**config.mk**
```make
export PLATFORM = sky130hd
export DESIGN_NAME = mdu_top
export DESIGN_NICKNAME = d
export VERILOG_FILES = /design/src/mdu_pkg.sv /design/src/div_unit.sv /design/src/m_decoder.sv /design/src/mdu_sequencer.sv /design/src/mdu_top.sv /design/src/mul_unit.sv
export SDC_FILE = /design/constraint.sdc
export NUM_CORES = 2
export LEC_CHECK = 0
export BUFFER_PORTS_ARGS = -buffer_cell sky130_fd_sc_hd__buf_2
export CAP_MARGIN = 10
export CORE_MARGIN = 1
export CORE_UTILIZATION = 45
export DETAILED_ROUTE_END_ITERATION = 10
export HOLD_SLACK_MARGIN = 0.02
export SLEW_MARGIN = 30
export SYNTH_ARGS = -nofsm -noshare
export SYNTH_HDL_FRONTEND = slang
export SYNTH_HIERARCHICAL = 1
export SYNTH_SLANG_ARGS = --single-unit
```
**constraint.sdc**
```tcl
create_clock -name clk_i -period 16.8 [get_ports clk_i]
set_input_delay 2.52 -clock clk_i [delete_from_list [all_inputs] [get_ports clk_i]]
set_output_delay 2.52 -clock clk_i [all_outputs]
set_load 0.05 [all_outputs]
```
**src/mdu_pkg.sv**
```systemverilog
package mdu_pkg;

  ////////////////////////////////////////////////////////////////////////////
  // Opcodes and operator encodings
  ////////////////////////////////////////////////////////////////////////////

  // Major opcode of register-register operations
  localparam logic [6:0] OPCODE_OP = 7'h33;

  // Multiplier result word select
  typedef enum logic {
    MUL_M32 = 1'b0,
    MUL_H   = 1'b1
  } mul_op_e;

  // Divider operation, quotient ops first
  typedef enum logic [1:0] {
    DIV_DIV  = 2'b00,
    DIV_DIVU = 2'b01,
    DIV_REM  = 2'b10,
    DIV_REMU = 2'b11
  } div_op_e;

  ////////////////////////////////////////////////////////////////////////////
  // Decoder output
  ////////////////////////////////////////////////////////////////////////////

  // Signed mode: bit 1 for operand a, bit 0 for operand b
  typedef struct packed {
    logic       illegal_insn;
    logic       rf_we;
    logic       mul_en;
    mul_op_e    mul_operator;
    logic [1:0] mul_signed_mode;
    logic       div_en;
    div_op_e    div_operator;
  } mdu_ctrl_t;

  // Decode result for anything outside RV32M
  localparam mdu_ctrl_t MDU_CTRL_ILLEGAL = '{
    illegal_insn:    1'b1,
    rf_we:           1'b0,
    mul_en:          1'b0,
    mul_operator:    MUL_M32,
    mul_signed_mode: 2'b00,
    div_en:          1'b0,
    div_operator:    DIV_DIV
  };

  ////////////////////////////////////////////////////////////////////////////
  // Payloads
  ////////////////////////////////////////////////////////////////////////////

  // Instruction plus operands from the issue stage
  typedef struct packed {
    logic [31:0] instr;
    logic [31:0] op_a;
    logic [31:0] op_b;
    logic [4:0]  rd;
  } mdu_issue_t;

  // Tagged result towards writeback
  typedef struct packed {
    logic [31:0] value;
    logic [4:0]  rd;
    logic        illegal;
  } mdu_result_t;

  typedef struct packed {
    logic [31:0] op_a;
    logic [31:0] op_b;
    mul_op_e     mul_operator;
    logic [1:0]  mul_signed_mode;
    logic [4:0]  rd;
  } mul_req_t;

  typedef struct packed {
    logic [31:0] op_a;
    logic [31:0] op_b;
    div_op_e     div_operator;
    logic [4:0]  rd;
  } div_req_t;

endpackage

```
**src/div_unit.sv**
```systemverilog
module div_unit (
  input  logic                 clk_i,
  input  logic                 rst_n_i,
  input  logic                 div_start_i,
  input  mdu_pkg::div_req_t    div_req_i,
  output logic                 div_busy_o,
  output logic                 div_done_o,
  output mdu_pkg::mdu_result_t div_result_o
);

  // Request decode
  logic              is_signed;
  logic              sign_a;
  logic              sign_b;
  logic [31:0]       mag_a;
  logic [31:0]       mag_b;

  // Iteration state
  logic [31:0]       dividend_q;
  logic [31:0]       dvs_q;
  logic [31:0]       rem_q;
  logic [31:0]       quo_q;
  logic [4:0]        cnt_q;
  logic              neg_quo_q;
  logic              neg_rem_q;
  logic              div_zero_q;
  logic              ovf_q;
  mdu_pkg::div_op_e  op_q;
  logic [4:0]        rd_q;

  // One restoring step
  logic [32:0]       shift_rem;
  logic [32:0]       trial;
  logic [31:0]       step_rem;
  logic [31:0]       step_quo;
  logic [31:0]       quo_fix;
  logic [31:0]       rem_fix;

  assign is_signed = (div_req_i.div_operator == mdu_pkg::DIV_DIV) ||
                     (div_req_i.div_operator == mdu_pkg::DIV_REM);
  assign sign_a    = is_signed & div_req_i.op_a[31];
  assign sign_b    = is_signed & div_req_i.op_b[31];
  assign mag_a     = sign_a ? -div_req_i.op_a : div_req_i.op_a;
  assign mag_b     = sign_b ? -div_req_i.op_b : div_req_i.op_b;

  // Shift in next dividend bit, try to subtract
  assign shift_rem = {rem_q, quo_q[31]};
  assign trial     = shift_rem - {1'b0, dvs_q};
  assign step_rem  = trial[32] ? shift_rem[31:0] : trial[31:0];
  assign step_quo  = {quo_q[30:0], ~trial[32]};

  // Sign correction for the final step
  assign quo_fix   = neg_quo_q ? -step_quo : step_quo;
  assign rem_fix   = neg_rem_q ? -step_rem : step_rem;

  ////////////////////////////////////////////////////////////////////////////
  // Control, busy spans the done cycle as well
  ////////////////////////////////////////////////////////////////////////////

  always_ff @(posedge clk_i) begin
    if (!rst_n_i) begin
      div_busy_o <= 1'b0;
      div_done_o <= 1'b0;
      cnt_q      <= '0;
    end else if (div_start_i) begin
      div_busy_o <= 1'b1;
      cnt_q      <= '0;
    end else if (div_done_o) begin
      div_busy_o <= 1'b0;
      div_done_o <= 1'b0;
    end else if (div_busy_o) begin
      cnt_q      <= cnt_q + 5'd1;
      div_done_o <= (cnt_q == 5'd31);
    end
  end

  ////////////////////////////////////////////////////////////////////////////
  // Datapath
  ////////////////////////////////////////////////////////////////////////////

  always_ff @(posedge clk_i) begin
    if (div_start_i) begin
      dividend_q <= div_req_i.op_a;
      dvs_q      <= mag_b;
      rem_q      <= '0;
      quo_q      <= mag_a;
      neg_quo_q  <= sign_a ^ sign_b;
      neg_rem_q  <= sign_a;
      div_zero_q <= (div_req_i.op_b == 32'd0);
      ovf_q      <= is_signed && (div_req_i.op_a == 32'h8000_0000) &&
                    (div_req_i.op_b == 32'hFFFF_FFFF);
      op_q       <= div_req_i.div_operator;
      rd_q       <= div_req_i.rd;
    end else if (div_busy_o && !div_done_o) begin
      rem_q <= step_rem;
      quo_q <= step_quo;
      // Last step, resolve special cases and pick the word
      if (cnt_q == 5'd31) begin
        div_result_o.rd      <= rd_q;
        div_result_o.illegal <= 1'b0;
        if (div_zero_q) begin
          div_result_o.value <= (op_q == mdu_pkg::DIV_DIV || op_q == mdu_pkg::DIV_DIVU) ?
                                32'hFFFF_FFFF : dividend_q;
        end else if (ovf_q) begin
          div_result_o.value <= (op_q == mdu_pkg::DIV_DIV) ? dividend_q : 32'd0;
        end else begin
          div_result_o.value <= (op_q == mdu_pkg::DIV_DIV || op_q == mdu_pkg::DIV_DIVU) ?
                                quo_fix : rem_fix;
        end
      end
    end
  end

  // Sequencer must hold off while an op is running
  assert property (@(posedge clk_i) disable iff (!rst_n_i) div_start_i |-> !div_busy_o);

endmodule

```
**src/m_decoder.sv**
```systemverilog
module m_decoder (
  input  logic [31:0]       instr_rdata_i,
  output mdu_pkg::mdu_ctrl_t decoder_ctrl_o
);

  always_comb begin
    // Start from the illegal pattern with the flag cleared
    decoder_ctrl_o              = mdu_pkg::MDU_CTRL_ILLEGAL;
    decoder_ctrl_o.illegal_insn = 1'b0;

    unique case (instr_rdata_i[6:0])
      mdu_pkg::OPCODE_OP: begin
        // Every RV32M op writes rd
        decoder_ctrl_o.rf_we = 1'b1;

        // funct7 and funct3 select the operation
        unique case ({instr_rdata_i[31:25], instr_rdata_i[14:12]})
          {7'b000_0001, 3'b000}: begin // mul, low word
            decoder_ctrl_o.mul_en          = 1'b1;
            decoder_ctrl_o.mul_operator    = mdu_pkg::MUL_M32;
            decoder_ctrl_o.mul_signed_mode = 2'b00;
          end
          {7'b000_0001, 3'b001}: begin // mulh, signed x signed
            decoder_ctrl_o.mul_en          = 1'b1;
            decoder_ctrl_o.mul_operator    = mdu_pkg::MUL_H;
            decoder_ctrl_o.mul_signed_mode = 2'b11;
          end
          {7'b000_0001, 3'b010}: begin // mulhsu, signed x unsigned
            decoder_ctrl_o.mul_en          = 1'b1;
            decoder_ctrl_o.mul_operator    = mdu_pkg::MUL_H;
            decoder_ctrl_o.mul_signed_mode = 2'b10;
          end
          {7'b000_0001, 3'b011}: begin // mulhu
            decoder_ctrl_o.mul_en          = 1'b1;
            decoder_ctrl_o.mul_operator    = mdu_pkg::MUL_H;
            decoder_ctrl_o.mul_signed_mode = 2'b00;
          end
          {7'b000_0001, 3'b100}: begin // div
            decoder_ctrl_o.div_en       = 1'b1;
            decoder_ctrl_o.div_operator = mdu_pkg::DIV_DIV;
          end
          {7'b000_0001, 3'b101}: begin // divu
            decoder_ctrl_o.div_en       = 1'b1;
            decoder_ctrl_o.div_operator = mdu_pkg::DIV_DIVU;
          end
          {7'b000_0001, 3'b110}: begin // rem
            decoder_ctrl_o.div_en       = 1'b1;
            decoder_ctrl_o.div_operator = mdu_pkg::DIV_REM;
          end
          {7'b000_0001, 3'b111}: begin // remu
            decoder_ctrl_o.div_en       = 1'b1;
            decoder_ctrl_o.div_operator = mdu_pkg::DIV_REMU;
          end
          default: decoder_ctrl_o = mdu_pkg::MDU_CTRL_ILLEGAL;
        endcase
      end
      default: decoder_ctrl_o = mdu_pkg::MDU_CTRL_ILLEGAL;
    endcase
  end

endmodule

```
**src/mdu_sequencer.sv**
```systemverilog
module mdu_sequencer #(
  parameter int IQ_DEPTH    = 4,
  parameter int RES_CREDITS = 2
) (
  input  logic                 clk_i,
  input  logic                 rst_n_i,
  // Issue side
  input  logic                 issue_valid_i,
  input  mdu_pkg::mdu_issue_t  issue_i,
  output logic                 issue_credit_o,
  // Result side
  input  logic                 res_credit_i,
  output logic                 result_valid_o,
  output mdu_pkg::mdu_result_t result_o,
  // Decoder
  output logic [31:0]          head_instr_o,
  input  mdu_pkg::mdu_ctrl_t   head_ctrl_i,
  // Multiplier
  output logic                 mul_valid_o,
  output mdu_pkg::mul_req_t    mul_req_o,
  input  logic                 mul_done_i,
  input  mdu_pkg::mdu_result_t mul_result_i,
  // Divider
  output logic                 div_start_o,
  output mdu_pkg::div_req_t    div_req_o,
  input  logic                 div_busy_i,
  input  logic                 div_done_i,
  input  mdu_pkg::mdu_result_t div_result_i
);

  localparam int PTR_W  = $clog2(IQ_DEPTH);
  localparam int CRED_W = $clog2(RES_CREDITS + 1);

  // Instruction queue, pointers carry a wrap bit
  mdu_pkg::mdu_issue_t iq_mem [IQ_DEPTH];
  logic [PTR_W:0]      wr_ptr_q;
  logic [PTR_W:0]      rd_ptr_q;
  logic                iq_empty;
  logic                iq_full;
  mdu_pkg::mdu_issue_t head;

  logic [CRED_W-1:0]   credit_q;
  // Multiplies in stage 1 and stage 2
  logic [1:0]          mul_pend_q;
  logic                head_is_mul;
  logic                head_is_div;
  logic                dispatch;
  logic                ill_dispatch;

  assign iq_empty = (wr_ptr_q == rd_ptr_q);
  assign iq_full  = (wr_ptr_q[PTR_W] != rd_ptr_q[PTR_W]) &&
                    (wr_ptr_q[PTR_W-1:0] == rd_ptr_q[PTR_W-1:0]);
  assign head     = iq_mem[rd_ptr_q[PTR_W-1:0]];

  assign head_instr_o = head.instr;
  assign head_is_mul  = head_ctrl_i.rf_we & head_ctrl_i.mul_en;
  assign head_is_div  = head_ctrl_i.rf_we & head_ctrl_i.div_en;

  ////////////////////////////////////////////////////////////////////////////
  // Dispatch
  ////////////////////////////////////////////////////////////////////////////

  // Divides and illegal results wait for the multiplier to drain
  assign dispatch     = !iq_empty && (credit_q != '0) && !div_busy_i &&
                        (head_is_mul || (mul_pend_q == 2'b00));
  assign ill_dispatch = dispatch && !head_is_mul && !head_is_div;
  assign mul_valid_o  = dispatch && head_is_mul;
  assign div_start_o  = dispatch && head_is_div;

  always_comb begin
    mul_req_o.op_a            = head.op_a;
    mul_req_o.op_b            = head.op_b;
    mul_req_o.mul_operator    = head_ctrl_i.mul_operator;
    mul_req_o.mul_signed_mode = head_ctrl_i.mul_signed_mode;
    mul_req_o.rd              = head.rd;
    div_req_o.op_a            = head.op_a;
    div_req_o.op_b            = head.op_b;
    div_req_o.div_operator    = head_ctrl_i.div_operator;
    div_req_o.rd              = head.rd;
  end

  // Queue storage
  always_ff @(posedge clk_i) begin
    if (issue_valid_i) begin
      iq_mem[wr_ptr_q[PTR_W-1:0]] <= issue_i;
    end
  end

  ////////////////////////////////////////////////////////////////////////////
  // Pointers, credits and result merge
  ////////////////////////////////////////////////////////////////////////////

  always_ff @(posedge clk_i) begin
    if (!rst_n_i) begin
      wr_ptr_q       <= '0;
      rd_ptr_q       <= '0;
      credit_q       <= CRED_W'(RES_CREDITS);
      mul_pend_q     <= 2'b00;
      issue_credit_o <= 1'b0;
      result_valid_o <= 1'b0;
    end else begin
      if (issue_valid_i) wr_ptr_q <= wr_ptr_q + 1'b1;
      if (dispatch) rd_ptr_q <= rd_ptr_q + 1'b1;
      // One credit back to the core per popped entry
      issue_credit_o <= dispatch;
      if (dispatch && !res_credit_i) begin
        credit_q <= credit_q - 1'b1;
      end else if (!dispatch && res_credit_i) begin
        credit_q <= credit_q + 1'b1;
      end
      mul_pend_q     <= {mul_pend_q[0], mul_valid_o};
      result_valid_o <= mul_done_i | div_done_i | ill_dispatch;
    end
  end

  // Sources never collide, gating above keeps them apart
  always_ff @(posedge clk_i) begin
    if (mul_done_i) begin
      result_o <= mul_result_i;
    end else if (div_done_i) begin
      result_o <= div_result_i;
    end else if (ill_dispatch) begin
      result_o.value   <= 32'd0;
      result_o.rd      <= head.rd;
      result_o.illegal <= head_ctrl_i.illegal_insn;
    end
  end

  // Core honours its issue credits
  assert property (@(posedge clk_i) disable iff (!rst_n_i) issue_valid_i |-> !iq_full);
  // Writeback never returns more than it was granted
  assert property (@(posedge clk_i) disable iff (!rst_n_i) credit_q <= RES_CREDITS);

endmodule

```
**src/mdu_top.sv**
```systemverilog
module mdu_top #(
  parameter int IQ_DEPTH    = 4,
  parameter int RES_CREDITS = 2
) (
  input  logic                 clk_i,
  input  logic                 rst_n_i,
  input  logic                 issue_valid_i,
  input  mdu_pkg::mdu_issue_t  issue_i,
  output logic                 issue_credit_o,
  input  logic                 res_credit_i,
  output logic                 result_valid_o,
  output mdu_pkg::mdu_result_t result_o
);

  // Decoder loop
  logic [31:0]          head_instr;
  mdu_pkg::mdu_ctrl_t   head_ctrl;

  // Multiplier channel
  logic                 mul_valid;
  mdu_pkg::mul_req_t    mul_req;
  logic                 mul_done;
  mdu_pkg::mdu_result_t mul_result;

  // Divider channel
  logic                 div_start;
  mdu_pkg::div_req_t    div_req;
  logic                 div_busy;
  logic                 div_done;
  mdu_pkg::mdu_result_t div_result;

  mdu_sequencer #(
    .IQ_DEPTH    (IQ_DEPTH),
    .RES_CREDITS (RES_CREDITS)
  ) u_sequencer (
    .clk_i          (clk_i),
    .rst_n_i        (rst_n_i),
    .issue_valid_i  (issue_valid_i),
    .issue_i        (issue_i),
    .issue_credit_o (issue_credit_o),
    .res_credit_i   (res_credit_i),
    .result_valid_o (result_valid_o),
    .result_o       (result_o),
    .head_instr_o   (head_instr),
    .head_ctrl_i    (head_ctrl),
    .mul_valid_o    (mul_valid),
    .mul_req_o      (mul_req),
    .mul_done_i     (mul_done),
    .mul_result_i   (mul_result),
    .div_start_o    (div_start),
    .div_req_o      (div_req),
    .div_busy_i     (div_busy),
    .div_done_i     (div_done),
    .div_result_i   (div_result)
  );

  m_decoder u_decoder (
    .instr_rdata_i  (head_instr),
    .decoder_ctrl_o (head_ctrl)
  );

  mul_unit u_mul (
    .clk_i        (clk_i),
    .rst_n_i      (rst_n_i),
    .mul_valid_i  (mul_valid),
    .mul_req_i    (mul_req),
    .mul_done_o   (mul_done),
    .mul_result_o (mul_result)
  );

  div_unit u_div (
    .clk_i        (clk_i),
    .rst_n_i      (rst_n_i),
    .div_start_i  (div_start),
    .div_req_i    (div_req),
    .div_busy_o   (div_busy),
    .div_done_o   (div_done),
    .div_result_o (div_result)
  );

endmodule

```
**src/mul_unit.sv**
```systemverilog
module mul_unit (
  input  logic                 clk_i,
  input  logic                 rst_n_i,
  input  logic                 mul_valid_i,
  input  mdu_pkg::mul_req_t    mul_req_i,
  output logic                 mul_done_o,
  output mdu_pkg::mdu_result_t mul_result_o
);

  // Operands widened by one bit so all sign modes share one signed multiply
  logic signed [32:0] op_a_ext;
  logic signed [32:0] op_b_ext;

  // Stage 1 state
  logic signed [65:0] prod_q;
  mdu_pkg::mul_op_e   op_q;
  logic [4:0]         rd_q;
  logic               valid_q;

  assign op_a_ext = {mul_req_i.mul_signed_mode[1] & mul_req_i.op_a[31], mul_req_i.op_a};
  assign op_b_ext = {mul_req_i.mul_signed_mode[0] & mul_req_i.op_b[31], mul_req_i.op_b};

  ////////////////////////////////////////////////////////////////////////////
  // Valid pipe
  ////////////////////////////////////////////////////////////////////////////

  always_ff @(posedge clk_i) begin
    if (!rst_n_i) begin
      valid_q    <= 1'b0;
      mul_done_o <= 1'b0;
    end else begin
      valid_q    <= mul_valid_i;
      mul_done_o <= valid_q;
    end
  end

  ////////////////////////////////////////////////////////////////////////////
  // Data pipe
  ////////////////////////////////////////////////////////////////////////////

  // Stage 1, full product
  always_ff @(posedge clk_i) begin
    prod_q <= op_a_ext * op_b_ext;
    op_q   <= mul_req_i.mul_operator;
    rd_q   <= mul_req_i.rd;
  end

  // Stage 2, word select
  always_ff @(posedge clk_i) begin
    mul_result_o.value   <= (op_q == mdu_pkg::MUL_H) ? prod_q[63:32] : prod_q[31:0];
    mul_result_o.rd      <= rd_q;
    mul_result_o.illegal <= 1'b0;
  end

endmodule

```
==> reports/metrics.yaml <==
rsz0062_at_grt: "false"
cp.arrival_ns: 12.63
port-buffer-count: 129
cts.clk_slew.worst_paths_ns: 0.06
crit_fanout: 37
ant_nets: 0
dieArea_sq_um: 153000
path_delay_family: "adder cells"
crit_slowest_cell: "fa_1"
core-area_sq_um: 150000
drv_cap: 0
critPathLaunchType: "register"
hold_viol_final: 0
cp.required_ns: 17.41
dr.first_iter.drc_count: 3730
min_period_ns: 12.02
areaGrowthSynthToFinish_pct: 6.96
cpPeakStageDelay_ns: 0.99
ioPinCount: 145
yosysWarnings: 6
rrSetupSlack_ns: 4.78
hpwl_microns: 136000
die_width_microns: 391
hold_path.startpoint: "u_mul/rd_q[4]"
cts_buffer_depth: 3
hold_end: "u_mul/mul_result_o[5]"
path_buf_inv: 10
nNetsFinal: 7750
grt_pass1_wl_microns: 296000
min-delay-path-class: "register to register"
synth.avg_cell_area_sq_um: 10.7
start_util_pct: 45.4
drv_slew: 0
grt_max_degree: 79
htree_levels: 3
fmax_ghz: 0.0832
end_kind: "register"
syn-cell-area_sq_um: 68200
cts_root_buffer: "clkbuf_16"
syn_nets: 7846
grt_pass1_vias: 47900
routedWlPerCell_microns: 23.3
setup_tns_ns: 0
tightest_slew_ns: 1.03
fill_cells: 13700
fp-row-count: 142
drive_above_1_share_pct: 8.92
skew_ns: 0.0433
cts_sinks: 688
numCtsBuffers: 78
wl_microns: 194000
grt-ovfl-total: 0
clock_latency_ns: 0.69
firstDrtPassIters: 6
gp_congestion: 0.899
synth_cells: 6358
setup_viol: 0
vias: 46000
worstSetupPathType: "register to register"
viasPerCell: 5.52
multi_input_area_sq_um: 43100
slew_headroom_pct: 31.0
post_cts_resized: 0
status: "finished, final reports clean"
finalCritPeriodShare_pct: 71.6
antenna_found_initial: 9
r2r_end: "u_mul/prod_q[60]"
reg2reg_depth: 35
hold_depth: 0
die_y_microns: 391
register_area_sq_um: 19000
cp_common_cell: "fa_1"
drc: 0
ctsHoldBuffers: 0
grt.total_usage_pct: 25.9
cts_tree: "yes"
cts_setup_buffers: 0
==> how the worst max path moves through the flow <==
stage / cells after the start / end / from
floorplan: 36 / u_mul/prod_q[60] / register
global placement: 35 / u_mul/prod_q[60] / register
detailed placement: 35 / u_mul/prod_q[60] / register
CTS: 35 / u_mul/prod_q[60] / register
global route: 35 / u_mul/prod_q[60] / register
finish: 35 / u_mul/prod_q[60] / register
==> state kept, by name, summed over array words and instances, names as in the netlist, 37 cells and up, named ones only <==
register	count
u_sequencer/result_o	38
u_mul/mul_result_o	37
u_div/div_result_o	37
u_sequencer/iq_mem	344
u_mul/prod_q	64
==> final cells by class <==
type / instances / share of cell area [%]
Sequential cell: 688 / 26.1
Inverter: 1154 / 5.94
Timing Repair Buffer: 224 / 1.88
Clock inverter: 41 / 0.628
Antenna cell: 1 / 0.00343
Multi-Input combinational cell: 4116 / 59.0
Tap cell: 2016 / 3.46
Clock buffer: 102 / 2.99
==> stage by stage <==
| step | instance area [sq um] | util, % | setup slack, ns | hold slack [ns] | cells |
|---|---|---|---|---|---|
| finish | 73000 | 48.6 | 4.78 | 0.327 | 8342 |
| detailed placement | 70300 | 46.8 | 4.79 | 0.312 | 8196 |
| global route | 73000 | 48.6 | 4.16 | 0.331 | 8341 |
| global placement | 70300 | 46.8 | 4.85 | 0.310 | 8196 |
| floorplan | 68200 | - | 6.57 | 0.310 | 6358 |
| CTS | 72900 | 48.6 | 4.77 | 0.326 | 8339 |
==> worst reg2reg max path, delay by kind of cell (launching register included) <==
family | cells | cell delay, ns
adders and majority gates | 9 | 5.18
AOI/OAI and AO/OA | 8 | 2.19
buffers and inverters | 10 | 2.14
and+or+nand+nor | 6 | 1.17
muxes | 1 | 0.61
DFF | 1 | 0.59
xor gates and xnor gates | 1 | 0.13
==> routing by layer <==
| metal | share of wire (%) | up-vias | global-route usage [%] | routed length [microns] |
|---|---|---|---|---|
| li1 | - | 19900 | - | - |
| met4 | 4.0 | 4 | 9.71 | 7760 |
| met3 | 8.2 | 305 | 5.38 | 15900 |
| met2 | 45 | 1861 | 39.3 | 87000 |
| met5 | 0.014 | - | 0.128 | 28 |
| met1 | 43 | 24000 | 36.5 | 83600 |
==> layout by cell type (no fill, tap or decap), types with 13 or more instances in the layout <==
| cell | count |
|---|---|
| inv_1 | 1152 |
| fa_1 | 1126 |
| nand2_1 | 826 |
| edfxtp_1 | 526 |
| and2_1 | 377 |
| ha_1 | 257 |
| nor2_1 | 204 |
| a21oi_1 | 176 |
| dfxtp_1 | 159 |
| buf_2 | 129 |
| xnor2_1 | 129 |
| o21ai_0 | 110 |
| xor2_1 | 97 |
| buf_4 | 93 |
| mux4_2 | 86 |
| clkbuf_16 | 80 |
| nor3_1 | 51 |
| a211oi_1 | 43 |
| mux2_2 | 43 |
| a21o_1 | 41 |
| o21ai_1 | 40 |
| a22o_1 | 39 |
| and3_1 | 31 |
| o31ai_1 | 29 |
| nand3_1 | 24 |
| mux2i_1 | 24 |
| nand4_1 | 23 |
| nand2b_1 | 20 |
| or3_1 | 20 |
| o21bai_1 | 18 |
| nor2b_1 | 16 |
| a31oi_1 | 14 |
| nor4_1 | 13 |
Power is not shown: default switching activity piles up to over one toggle a cycle in this logic, so the estimate is an artifact.
